`src/tomasulo_pkg.sv`:
```
package tomasulo_pkg;

  // datapath and storage sizes
  localparam int WORD_W      = 32;
  localparam int NUM_REGS    = 8;
  localparam int REG_AW      = 3;
  localparam int NUM_ADD_RS  = 4;
  localparam int NUM_MUL_RS  = 4;
  localparam int TAG_W       = 4;
  localparam int MUL_LATENCY = 3; // multiplier pipeline depth

  typedef logic [WORD_W-1:0] word_t;
  typedef logic [REG_AW-1:0] reg_addr_t;
  typedef logic [TAG_W-1:0]  tag_t;

  // producer tags
  // 0 means the register holds its own value, 1..4 add stations, 5..8 mul stations
  localparam tag_t TAG_NONE     = 4'd0;
  localparam tag_t ADD_TAG_BASE = 4'd1;
  localparam tag_t MUL_TAG_BASE = 4'd5;

  typedef enum logic [1:0] {
    OP_ADD  = 2'd0,
    OP_MUL  = 2'd1,
    OP_MV   = 2'd2,
    OP_HALT = 2'd3
  } op_t;

  typedef enum logic {
    ISSUE_IDLE    = 1'b0,
    ISSUE_RELEASE = 1'b1 // waiting for req to drop
  } issue_state_t;

endpackage
```
`src/rs_core.sv`:
```
module rs_core (
  input  logic                    clk,
  input  logic                    reset,
  input  logic                    req,
  input  tomasulo_pkg::op_t       op,
  input  tomasulo_pkg::reg_addr_t dst,
  input  tomasulo_pkg::reg_addr_t src1,
  input  tomasulo_pkg::reg_addr_t src2,
  input  logic                    has_imm,
  input  tomasulo_pkg::word_t     imm,
  output logic                    ack,
  input  tomasulo_pkg::reg_addr_t rd_addr,
  output tomasulo_pkg::tag_t      rd_tag,
  output tomasulo_pkg::word_t     rd_data
);
  import tomasulo_pkg::*;

  word_t     op1_data, op2_data, b_data, imm_data;
  tag_t      op1_tag, op2_tag, b_tag, rename_tag;
  logic      rename_en, imm_wr_en;
  reg_addr_t rename_reg, imm_reg;

  logic  add_alloc, add_has_free, add_empty, add_grant;
  logic  mul_alloc, mul_has_free, mul_empty;
  tag_t  add_free_tag, mul_free_tag;

  logic  add_disp_valid, mul_disp_valid;
  tag_t  add_disp_tag, mul_disp_tag;
  word_t add_disp_a, add_disp_b, mul_disp_a, mul_disp_b;

  logic  cdb_valid;
  tag_t  cdb_tag;
  word_t cdb_data;

  reg_status status (
    .clk, .reset, .src1, .src2,
    .op1_data, .op1_tag, .op2_data, .op2_tag,
    .rename_en, .rename_reg, .rename_tag,
    .imm_wr_en, .imm_reg, .imm_data,
    .cdb_valid, .cdb_tag, .cdb_data,
    .rd_addr, .rd_tag, .rd_data
  );

  res_station #(.NUM_ENTRIES(NUM_ADD_RS), .TAG_BASE(ADD_TAG_BASE)) add_rs (
    .clk, .reset, .alloc(add_alloc),
    .a_data(op1_data), .a_tag(op1_tag), .b_data, .b_tag,
    .has_free(add_has_free), .free_tag(add_free_tag), .empty(add_empty),
    .grant(add_grant),
    .disp_valid(add_disp_valid), .disp_tag(add_disp_tag),
    .disp_a(add_disp_a), .disp_b(add_disp_b),
    .cdb_valid, .cdb_tag, .cdb_data
  );

  res_station #(.NUM_ENTRIES(NUM_MUL_RS), .TAG_BASE(MUL_TAG_BASE)) mul_rs (
    .clk, .reset, .alloc(mul_alloc),
    .a_data(op1_data), .a_tag(op1_tag), .b_data, .b_tag,
    .has_free(mul_has_free), .free_tag(mul_free_tag), .empty(mul_empty),
    .grant(1'b1), // pipeline takes one per cycle
    .disp_valid(mul_disp_valid), .disp_tag(mul_disp_tag),
    .disp_a(mul_disp_a), .disp_b(mul_disp_b),
    .cdb_valid, .cdb_tag, .cdb_data
  );

  exec_units units (
    .clk, .reset,
    .add_valid(add_disp_valid), .add_tag(add_disp_tag),
    .add_a(add_disp_a), .add_b(add_disp_b),
    .mul_valid(mul_disp_valid), .mul_tag(mul_disp_tag),
    .mul_a(mul_disp_a), .mul_b(mul_disp_b),
    .add_grant, .cdb_valid, .cdb_tag, .cdb_data
  );

  issue_ctrl issue (
    .clk, .reset, .req, .op, .dst, .has_imm, .imm, .ack,
    .op1_data, .op1_tag, .op2_tag, .op2_data,
    .add_has_free, .add_free_tag, .add_empty,
    .mul_has_free, .mul_free_tag, .mul_empty,
    .add_alloc, .mul_alloc, .b_data, .b_tag,
    .rename_en, .rename_reg, .rename_tag,
    .imm_wr_en, .imm_reg, .imm_data
  );

endmodule

```
`src/issue_ctrl.sv`:
```
module issue_ctrl (
  input  logic                    clk,
  input  logic                    reset,
  input  logic                    req,
  input  tomasulo_pkg::op_t       op,
  input  tomasulo_pkg::reg_addr_t dst,
  input  logic                    has_imm,
  input  tomasulo_pkg::word_t     imm,
  output logic                    ack,
  input  tomasulo_pkg::word_t     op1_data,
  input  tomasulo_pkg::tag_t      op1_tag,
  input  tomasulo_pkg::tag_t      op2_tag,
  input  tomasulo_pkg::word_t     op2_data,
  input  logic                    add_has_free,
  input  tomasulo_pkg::tag_t      add_free_tag,
  input  logic                    add_empty,
  input  logic                    mul_has_free,
  input  tomasulo_pkg::tag_t      mul_free_tag,
  input  logic                    mul_empty,
  output logic                    add_alloc,
  output logic                    mul_alloc,
  output tomasulo_pkg::word_t     b_data,
  output tomasulo_pkg::tag_t      b_tag,
  output logic                    rename_en,
  output tomasulo_pkg::reg_addr_t rename_reg,
  output tomasulo_pkg::tag_t      rename_tag,
  output logic                    imm_wr_en,
  output tomasulo_pkg::reg_addr_t imm_reg,
  output tomasulo_pkg::word_t     imm_data
);
  import tomasulo_pkg::*;

  issue_state_t state;
  logic         accept;
  logic         fire;
  logic         mv_direct;

  // move with its value already known skips the add bank
  assign mv_direct = (op == OP_MV) && (has_imm || op1_tag == TAG_NONE);

  always_comb begin
    case (op)
      OP_ADD:  accept = add_has_free;
      OP_MUL:  accept = mul_has_free;
      OP_MV:   accept = mv_direct || add_has_free;
      OP_HALT: accept = add_empty && mul_empty; // drain before ack
      default: accept = 1'b0;
    endcase
  end

  assign fire = (state == ISSUE_IDLE) && req && accept;

  assign add_alloc = fire && (op == OP_ADD || (op == OP_MV && !mv_direct));
  assign mul_alloc = fire && (op == OP_MUL);

  // second operand
  always_comb begin
    if (op == OP_MV) begin
      b_data = '0; // source plus zero
      b_tag  = TAG_NONE;
    end else if (has_imm) begin
      b_data = imm;
      b_tag  = TAG_NONE;
    end else begin
      b_data = op2_data;
      b_tag  = op2_tag;
    end
  end

  assign rename_en  = add_alloc || mul_alloc;
  assign rename_reg = dst;
  assign rename_tag = mul_alloc ? mul_free_tag : add_free_tag;

  assign imm_wr_en = fire && mv_direct;
  assign imm_reg   = dst;
  assign imm_data  = has_imm ? imm : op1_data;

  always_ff @(posedge clk) begin
    if (reset) begin
      state <= ISSUE_IDLE;
    end else begin
      case (state)
        ISSUE_IDLE:    if (fire) state <= ISSUE_RELEASE;
        ISSUE_RELEASE: if (!req) state <= ISSUE_IDLE;
        default:       state <= ISSUE_IDLE;
      endcase
    end
  end

  assign ack = (state == ISSUE_RELEASE);

endmodule

```
`src/exec_units.sv`:
```
module exec_units (
  input  logic                clk,
  input  logic                reset,
  input  logic                add_valid,
  input  tomasulo_pkg::tag_t  add_tag,
  input  tomasulo_pkg::word_t add_a,
  input  tomasulo_pkg::word_t add_b,
  input  logic                mul_valid,
  input  tomasulo_pkg::tag_t  mul_tag,
  input  tomasulo_pkg::word_t mul_a,
  input  tomasulo_pkg::word_t mul_b,
  output logic                add_grant,
  output logic                cdb_valid,
  output tomasulo_pkg::tag_t  cdb_tag,
  output tomasulo_pkg::word_t cdb_data
);
  import tomasulo_pkg::*;

  logic  add_res_v;
  tag_t  add_res_tag;
  word_t add_res;

  logic [MUL_LATENCY-1:0] mul_v; // bit 0 is the newest stage
  tag_t  mul_t [MUL_LATENCY];
  word_t mul_d [MUL_LATENCY];

  always_ff @(posedge clk) begin
    if (reset) begin
      add_res_v <= 1'b0;
      mul_v     <= '0;
    end else begin
      add_res_v <= add_valid;
      mul_v     <= {mul_v[MUL_LATENCY-2:0], mul_valid}; // always advances
    end
  end

  always_ff @(posedge clk) begin
    if (add_valid) begin
      add_res     <= add_a + add_b;
      add_res_tag <= add_tag;
    end
    mul_t[0] <= mul_tag;
    mul_d[0] <= mul_a * mul_b; // low word only
    for (int s = 1; s < MUL_LATENCY; s++) begin
      mul_t[s] <= mul_t[s-1];
      mul_d[s] <= mul_d[s-1];
    end
  end

  // a multiply leaves next cycle, hold adds back
  assign add_grant = !mul_v[MUL_LATENCY-2];

  // multiplier output has the bus first
  always_comb begin
    if (mul_v[MUL_LATENCY-1]) begin
      cdb_valid = 1'b1;
      cdb_tag   = mul_t[MUL_LATENCY-1];
      cdb_data  = mul_d[MUL_LATENCY-1];
    end else begin
      cdb_valid = add_res_v;
      cdb_tag   = add_res_tag;
      cdb_data  = add_res;
    end
  end

endmodule

```
`src/res_station.sv`:
```
module res_station #(
  parameter int                 NUM_ENTRIES = tomasulo_pkg::NUM_ADD_RS,
  parameter tomasulo_pkg::tag_t TAG_BASE    = tomasulo_pkg::ADD_TAG_BASE
) (
  input  logic                clk,
  input  logic                reset,
  input  logic                alloc,
  input  tomasulo_pkg::word_t a_data,
  input  tomasulo_pkg::tag_t  a_tag,
  input  tomasulo_pkg::word_t b_data,
  input  tomasulo_pkg::tag_t  b_tag,
  output logic                has_free,
  output tomasulo_pkg::tag_t  free_tag,
  output logic                empty,
  input  logic                grant,
  output logic                disp_valid,
  output tomasulo_pkg::tag_t  disp_tag,
  output tomasulo_pkg::word_t disp_a,
  output tomasulo_pkg::word_t disp_b,
  input  logic                cdb_valid,
  input  tomasulo_pkg::tag_t  cdb_tag,
  input  tomasulo_pkg::word_t cdb_data
);
  import tomasulo_pkg::*;

  localparam int IDX_W = (NUM_ENTRIES > 1) ? $clog2(NUM_ENTRIES) : 1;

  logic [NUM_ENTRIES-1:0] busy;
  logic [NUM_ENTRIES-1:0] issued; // sent to the unit, result not yet back
  word_t a_val [NUM_ENTRIES];
  tag_t  a_src [NUM_ENTRIES];
  word_t b_val [NUM_ENTRIES];
  tag_t  b_src [NUM_ENTRIES];

  logic [IDX_W-1:0] free_idx;
  logic [IDX_W-1:0] disp_idx;
  logic             ready_any;

  // lowest free entry
  always_comb begin
    has_free = 1'b0;
    free_idx = '0;
    for (int i = NUM_ENTRIES - 1; i >= 0; i--) begin
      if (!busy[i]) begin
        has_free = 1'b1;
        free_idx = IDX_W'(i);
      end
    end
  end

  assign free_tag = has_free ? tag_t'(TAG_BASE + free_idx) : TAG_NONE;
  assign empty    = ~|busy;

  // lowest entry with both operands in hand
  always_comb begin
    ready_any = 1'b0;
    disp_idx  = '0;
    for (int i = NUM_ENTRIES - 1; i >= 0; i--) begin
      if (busy[i] && !issued[i] && a_src[i] == TAG_NONE && b_src[i] == TAG_NONE) begin
        ready_any = 1'b1;
        disp_idx  = IDX_W'(i);
      end
    end
  end

  assign disp_valid = ready_any && grant;
  assign disp_tag   = tag_t'(TAG_BASE + disp_idx);
  assign disp_a     = a_val[disp_idx];
  assign disp_b     = b_val[disp_idx];

  always_ff @(posedge clk) begin
    if (reset) begin
      busy   <= '0;
      issued <= '0;
    end else begin
      // entry stays held until its own tag is broadcast
      for (int i = 0; i < NUM_ENTRIES; i++) begin
        if (busy[i] && cdb_valid && cdb_tag == tag_t'(TAG_BASE + i)) begin
          busy[i]   <= 1'b0;
          issued[i] <= 1'b0;
        end
      end
      if (disp_valid)
        issued[disp_idx] <= 1'b1;
      if (alloc && has_free) begin
        busy[free_idx]   <= 1'b1;
        issued[free_idx] <= 1'b0;
      end
    end
  end

  // operand capture from the bus, then the new entry
  always_ff @(posedge clk) begin
    for (int i = 0; i < NUM_ENTRIES; i++) begin
      if (cdb_valid && a_src[i] != TAG_NONE && a_src[i] == cdb_tag) begin
        a_val[i] <= cdb_data;
        a_src[i] <= TAG_NONE;
      end
      if (cdb_valid && b_src[i] != TAG_NONE && b_src[i] == cdb_tag) begin
        b_val[i] <= cdb_data;
        b_src[i] <= TAG_NONE;
      end
    end
    if (alloc && has_free) begin
      a_val[free_idx] <= a_data; // already forwarded by the status table
      a_src[free_idx] <= a_tag;
      b_val[free_idx] <= b_data;
      b_src[free_idx] <= b_tag;
    end
  end

endmodule

```
`src/reg_status.sv`:
```
module reg_status (
  input  logic                    clk,
  input  logic                    reset,
  input  tomasulo_pkg::reg_addr_t src1,
  input  tomasulo_pkg::reg_addr_t src2,
  output tomasulo_pkg::word_t     op1_data,
  output tomasulo_pkg::tag_t      op1_tag,
  output tomasulo_pkg::word_t     op2_data,
  output tomasulo_pkg::tag_t      op2_tag,
  input  logic                    rename_en,
  input  tomasulo_pkg::reg_addr_t rename_reg,
  input  tomasulo_pkg::tag_t      rename_tag,
  input  logic                    imm_wr_en,
  input  tomasulo_pkg::reg_addr_t imm_reg,
  input  tomasulo_pkg::word_t     imm_data,
  input  logic                    cdb_valid,
  input  tomasulo_pkg::tag_t      cdb_tag,
  input  tomasulo_pkg::word_t     cdb_data,
  input  tomasulo_pkg::reg_addr_t rd_addr,
  output tomasulo_pkg::tag_t      rd_tag,
  output tomasulo_pkg::word_t     rd_data
);
  import tomasulo_pkg::*;

  word_t rf   [NUM_REGS];
  tag_t  rtag [NUM_REGS]; // producer of the pending value

  // operand lookup, a result on the bus this cycle is taken directly
  always_comb begin
    op1_data = rf[src1];
    op1_tag  = rtag[src1];
    if (cdb_valid && rtag[src1] != TAG_NONE && rtag[src1] == cdb_tag) begin
      op1_data = cdb_data;
      op1_tag  = TAG_NONE;
    end
    op2_data = rf[src2];
    op2_tag  = rtag[src2];
    if (cdb_valid && rtag[src2] != TAG_NONE && rtag[src2] == cdb_tag) begin
      op2_data = cdb_data;
      op2_tag  = TAG_NONE;
    end
  end

  assign rd_tag  = rtag[rd_addr];
  assign rd_data = rf[rd_addr];

  always_ff @(posedge clk) begin
    if (reset) begin
      for (int r = 0; r < NUM_REGS; r++) begin
        rf[r]   <= '0;
        rtag[r] <= TAG_NONE;
      end
    end else begin
      // retire every register waiting on the broadcast tag
      for (int r = 0; r < NUM_REGS; r++) begin
        if (cdb_valid && rtag[r] != TAG_NONE && rtag[r] == cdb_tag) begin
          rf[r]   <= cdb_data;
          rtag[r] <= TAG_NONE;
        end
      end
      if (rename_en)
        rtag[rename_reg] <= rename_tag; // newer producer overrides the bus write
      if (imm_wr_en) begin
        rf[imm_reg]   <= imm_data;
        rtag[imm_reg] <= TAG_NONE;
      end
    end
  end

endmodule

```
`config.mk`:
```
export PLATFORM = sky130hd
export DESIGN_NAME = rs_core
export DESIGN_NICKNAME = d
export VERILOG_FILES = /design/src/tomasulo_pkg.sv /design/src/rs_core.sv /design/src/issue_ctrl.sv /design/src/exec_units.sv /design/src/res_station.sv /design/src/reg_status.sv
export SDC_FILE = /design/constraint.sdc
export NUM_CORES = 2
export LEC_CHECK = 0
export BUFFER_PORTS_ARGS = -buffer_cell sky130_fd_sc_hd__buf_4
export CORE_MARGIN = 1.5
export CORE_UTILIZATION = 50
export CTS_CLUSTER_DIAMETER = 80
export CTS_CLUSTER_SIZE = 16
export DETAILED_ROUTE_END_ITERATION = 16
export GPL_ROUTABILITY_DRIVEN = 0
export PLACE_DENSITY = 0.63
export SLEW_MARGIN = 0
export SYNTH_ARGS = -nofsm -noshare
export SYNTH_HDL_FRONTEND = slang
export SYNTH_SLANG_ARGS = --single-unit
```
`constraint.sdc`:
```
create_clock -name clk -period 11.1 [get_ports clk]
set_input_delay 1.665 -clock clk [delete_from_list [all_inputs] [get_ports clk]]
set_output_delay 1.665 -clock clk [all_outputs]
set_load 0.02 [all_outputs]
```
# == Yosys cells after proc, flatten, opt, wreduce, memory -nomap -nowiden ==
# Memories as Yosys holds them, arrays and structs flattened.
# Cells that the tools add are included.
# word_totals
out_inout_bits,37
mem_count,12
mem_bits_rw,972
in_bits,50
ff_bits,57
# memory_table
memory,words,width,rd,rd_ports_with_merged_regs,wr,line_no,text
status.rf,8,32,3,0,9,reg_status.sv:25,word_t rf [NUM_REGS];
add_rs.a_val,4,32,1,0,5,res_station.sv:30,word_t a_val [NUM_ENTRIES];
add_rs.b_val,4,32,1,0,5,res_station.sv:32,word_t b_val [NUM_ENTRIES];
mul_rs.a_val,4,32,1,0,5,res_station.sv:30,
mul_rs.b_val,4,32,1,0,5,res_station.sv:32,
units.mul_d,3,32,3,0,3,exec_units.sv:25,word_t mul_d [MUL_LATENCY];
6 more memories,--,--,--,--,--,--,
# classes
mul,1
n_eq_ne,37
reduce_logical,169
n_mux,184
n_bitwise,26
add_sub_neg,5
order_cmp,8
# op_table
op,count
2-to-1 mux 32 bit,14
2-to-1 mux 1 bit,123
logical AND 1 bit,107
equality test 4 bit,26
nonzero test 4 bit,26
2-to-1 mux 4 bit,25
logical NOT 4 bit,17
adder 32 bit,1
multiplier 32 x 32 -> 32 bit,1
2-to-1 mux 2 bit,16
OR 1 bit,17
equality test 4 x 3 -> 1 bit (second input constant),4
OR 4 bit,4
logical NOT 1 bit,12
less-than comparator 2 x 3 -> 1 bit (second input constant),4
adder 3 x 2 -> 4 bit (first input constant),2
bitwise AND 4 bit,2
demux 1 bit (select 2 bit),4
equality test 4 x 2 -> 1 bit (second input constant),2
greater-or-equal comparator 2 x 1 -> 1 bit (second input constant),4
inverter 4 bit,2
OR reduction 4 bit,2
adder 1 x 2 -> 3 bit (first input constant),2
equality test 2 bit (second input constant),2
other kinds (8),11

# == Longest topological paths before layout ==
# depth
ltp_word,17
mapped_depth,38
depth_no_buf,33

# == By module ==
# Synthesis repeated with hierarchy kept, for this count alone.
# unflattened
hier_cells,6663
hier_area_um2,70086.0
# by_module_without_submodules
mod,n_inst,area_per_inst_um2,cells_per_inst
exec_units,1,20813.7,2129
reg_status,1,20165.6,1496
res_station at add_rs,1,14093.5,1385
res_station at mul_rs,1,13993.4,1442
issue_ctrl,1,1016.0,210
rs_core,1,3.8,1

# == Worst setup path before layout ==
# Ideal clock, no wire load.
# synth_path
kind,reg-to-reg
startpoint,memory mul_rs.a_src[3][0] (netlist bit)
endpoint,memory units.mul_d[0][31] (netlist bit)
required_time_ps,10979
stages_incl_launch_ff,36
n_path_buf,6
path_slack_ps,1807
synth_period_minus_slack_ps,9293
arrival_time_ps,9172
cell_sequence,edfxtp_1 > nor4_1 > and3_1 > nand2b_1 > a21boi_1 > buf_4 > buf_4 > buf_4 > buf_2 > buf_2 > mux2_2 > clkbuf_1 > nor2_1 > fa_1 > inv_1 > fa_1 > fa_1 > inv_1 > fa_1 > ha_1 > ha_1 > inv_1 > fa_1 > inv_1 > fa_1 > ha_1 > or4_1 > o22ai_1 > o21ai_0 > a211oi_1 > o22ai_1 > a41oi_1 > a21oi_1 > a31o_2 > a31oi_1 > xnor2_1
# synth_rtl
item,line_no,text
from (decl),res_station.sv:31,tag_t a_src [NUM_ENTRIES];
to (decl),exec_units.sv:25,

==> qor.yml <==
synth-seq-area-share: 0.4313
post_cts_resized: 0
drt_iter0_markers: 5403
period_minus_slack_ps: 10360
max_stage_delay_ps: 660
synth.top_cell.area_share: 0.3937
row_count: 135
placed_cells: 7923
cts.htree.levels: 3
grt_pass1_wl_mm: 311.3
routed_wirelength_mm: 209.3
postCtsSetupBuffers: 0
vias: 50390
chipHeight_um: 373.3
cts_hold_buf: 0
dieArea_sq_um: 139400
insertion_delay_ps: 720
hold_start: "units.mul_d[0][9]"
r2r_start: "mul_rs.a_src[0][3]"
cts_buffers: 79
drive_gt1_frac: 0.1169
netlist-cell-type-count: 78
path_class: "register to register"
cpMaxStageDelayCell: "nor4_1"
startpoint: "mul_rs.a_src[0][3]"
synth_ff_type: "edfxtp_1"
antenna_found_initial: 9
syn_nets: 7010
synth_commonest_cells: "nand2_1, edfxtp_1, o21ai_0"
wl_per_cell_um: 25.96
outcome: "complete, no violations"
synth-edff-count: 899
worst_path_most_repeated_cell: "fa_1"
final.setup_skew_ps: 77.13
yosys-top-cells-area: "edfxtp_1, fa_1, mux4_2"
worst_slew_pin_slew_ps: 1262
cts-root-buf: "clkbuf_16"
core_area_sq_um: 135800
setup_violations: 0
postRouteAntennaNets: 0
grt_max_degree: 95
cts.path.max_buffers: 3
ir_drop_mv: 0.5660
synth_area_leader_cell: "edfxtp_1"
fin_nets: 6852
area_growth_pct: 6.804
io_buffer_count: 86
slew_violations: 0
fill_cells: 11830
first_pass_iters: 6
min_period_over_period: 0.9331
fin_setup_tns_ps: 0
rsz0062_at_grt: "false"
hp-class: "register to register"
max_freq_mhz: 96.55
power_leakage_nw: 28.83
die_w_um: 373.3
drc: 0
synth_most_common_cell: "nand2_1"
final_hold_viol_count: 0
maxCapViolCount: 0
p_per_area_nw_per_um2: 185.5
synth_warnings: 0
critPathCaptureType: "register"
grt_remaining_overflow: 0
startpoint_type: "register"
arrival_ps: 10890
cp_max_fo: 62
syn_area_sq_um: 68580
clkSinkCount: 1028
dpl.hpwl_mm: 141.5
io_pins: 87
stdcell_count: 8061
grt.total_usage: 0.2973
p_total_mw: 13.59
start_util: 0.5050
cts_tree: "done"
path_clk_slew_ps: 70
syn_avg_cell_area_sq_um: 10.75
required_ps: 11630
ys_async_sr_fraction: 0
yosys_register_bits: 1028
synth_cells: 6381
via_per_inst: 6.250
relSlewSlack: 0.1584
grt_pass1_vias: 49510
cell type report:
type	instances	area (sq um)	share of cell area
repair buffers	208	1587	0.02166
flip-flops and latches	1028	29580	0.4039
multi-input cells	4490	35880	0.4899
diodes	2	5.005	0.00006833
clock buffers	116	2137	0.02918
clock inverters	20	256.5	0.003502
well taps	1781	2228	0.03042
inverters	416	1569	0.02142
path summary, 6_finish.rpt:
| path | end | depth (start not counted) | slack [ps] |
|---|---|---|---|
| max | units.mul_d[0][31] | 31 | 740 |
| min | units.mul_d[0][41] | 0 | 300 |
| max reg2reg | units.mul_d[0][31] | 31 | 740 |
| min reg2reg | units.mul_d[0][41] | 0 | 300 |
where the power goes:
part / switching (mW) / internal, mW / leakage, nW / total (mW)
logic: 3.39 / 2.70 / 18.2 / 6.09
registers: 0.155 / 4.50 / 9.52 / 4.65
clock network: 1.46 / 1.39 / 1.14 / 2.85
total: 5.00 / 8.59 / 28.8 / 13.6
flip-flops by register name, summed over array words and instances, names as in the netlist, 12 cells and up:
register / count
add_rs.b_src: 16
units.add_res: 32
mul_rs.b_src: 16
status.rtag: 32
mul_rs.a_src: 16
mul_rs.a_val: 128
status.rf: 256
add_rs.a_src: 16
mul_rs.b_val: 128
add_rs.a_val: 128
units.mul_t: 12
add_rs.b_val: 128
units.mul_d: 96
worst max-delay path: cells and delay by family, from the launching register on:
| family | cells | cell delay, ps |
|---|---|---|
| mux | 2 | 850 |
| simple gates | 6 | 1750 |
| fa+ha+maj | 9 | 3640 |
| buf+inv | 5 | 700 |
| flops | 1 | 410 |
| xor+xnor | 1 | 100 |
| compound gates | 8 | 2610 |
metal layers:
metal  up-vias  track usage  part of all wire
met2      2667       0.4725              0.46
met4         4       0.1146             0.040
met5         -            0           0.00015
met1     25100       0.4093              0.40
met3       491      0.05072             0.099
li1      22130            -                 -
kinds of logic after synthesis:
family	Yosys count	synth area share
xor+xnor	192	0.02483
flops	1028	0.4313
compound gates	1190	0.09506
simple gates	1956	0.1233
buf+inv	863	0.04959
mux	573	0.1255
fa+ha+maj	579	0.1504
cells in the final DEF (no fill, tap or decap), drive strengths merged, types with 4 or more instances in the layout:
cell and n:
clkbuf 116, nand2b 32, xnor2 169, o21a 43, a21o 30, mux2 120, or2 15, and3 72
mux2i 237, o31ai 7, clkinv 7, nor4 30, a311oi 4, nand3 177, buf 208, a21oi 101
o21bai 11, fa 409, o211ai 4, a221oi 6, dfxtp 129, a22oi 6, nor3 32, nand2 974
edfxtp 899, nand4 74, nor2 458, a32oi 6, nor2b 19, a31oi 72, a211oi 15, and2 53
nor3b 7, ha 170, xor2 22, o21ai 856, o22ai 7, inv 426, mux4 216
stage by stage:
step / utilization / hold slack, ps / instance area [sq um] / setup slack, ps
2_1_floorplan: - / 309.6 / 68580 / 1807
3_3_place_gp: 0.5217 / 309.8 / 70840 / 933.9
3_5_place_dp: 0.5217 / 312.1 / 70840 / 764.3
4_1_cts: 0.5393 / 319.0 / 73240 / 735.3
5_1_grt: 0.5393 / 320.0 / 73240 / 301.7
6_report: 0.5393 / 298.5 / 73240 / 742.5
(Power assumes the default switching activity.)
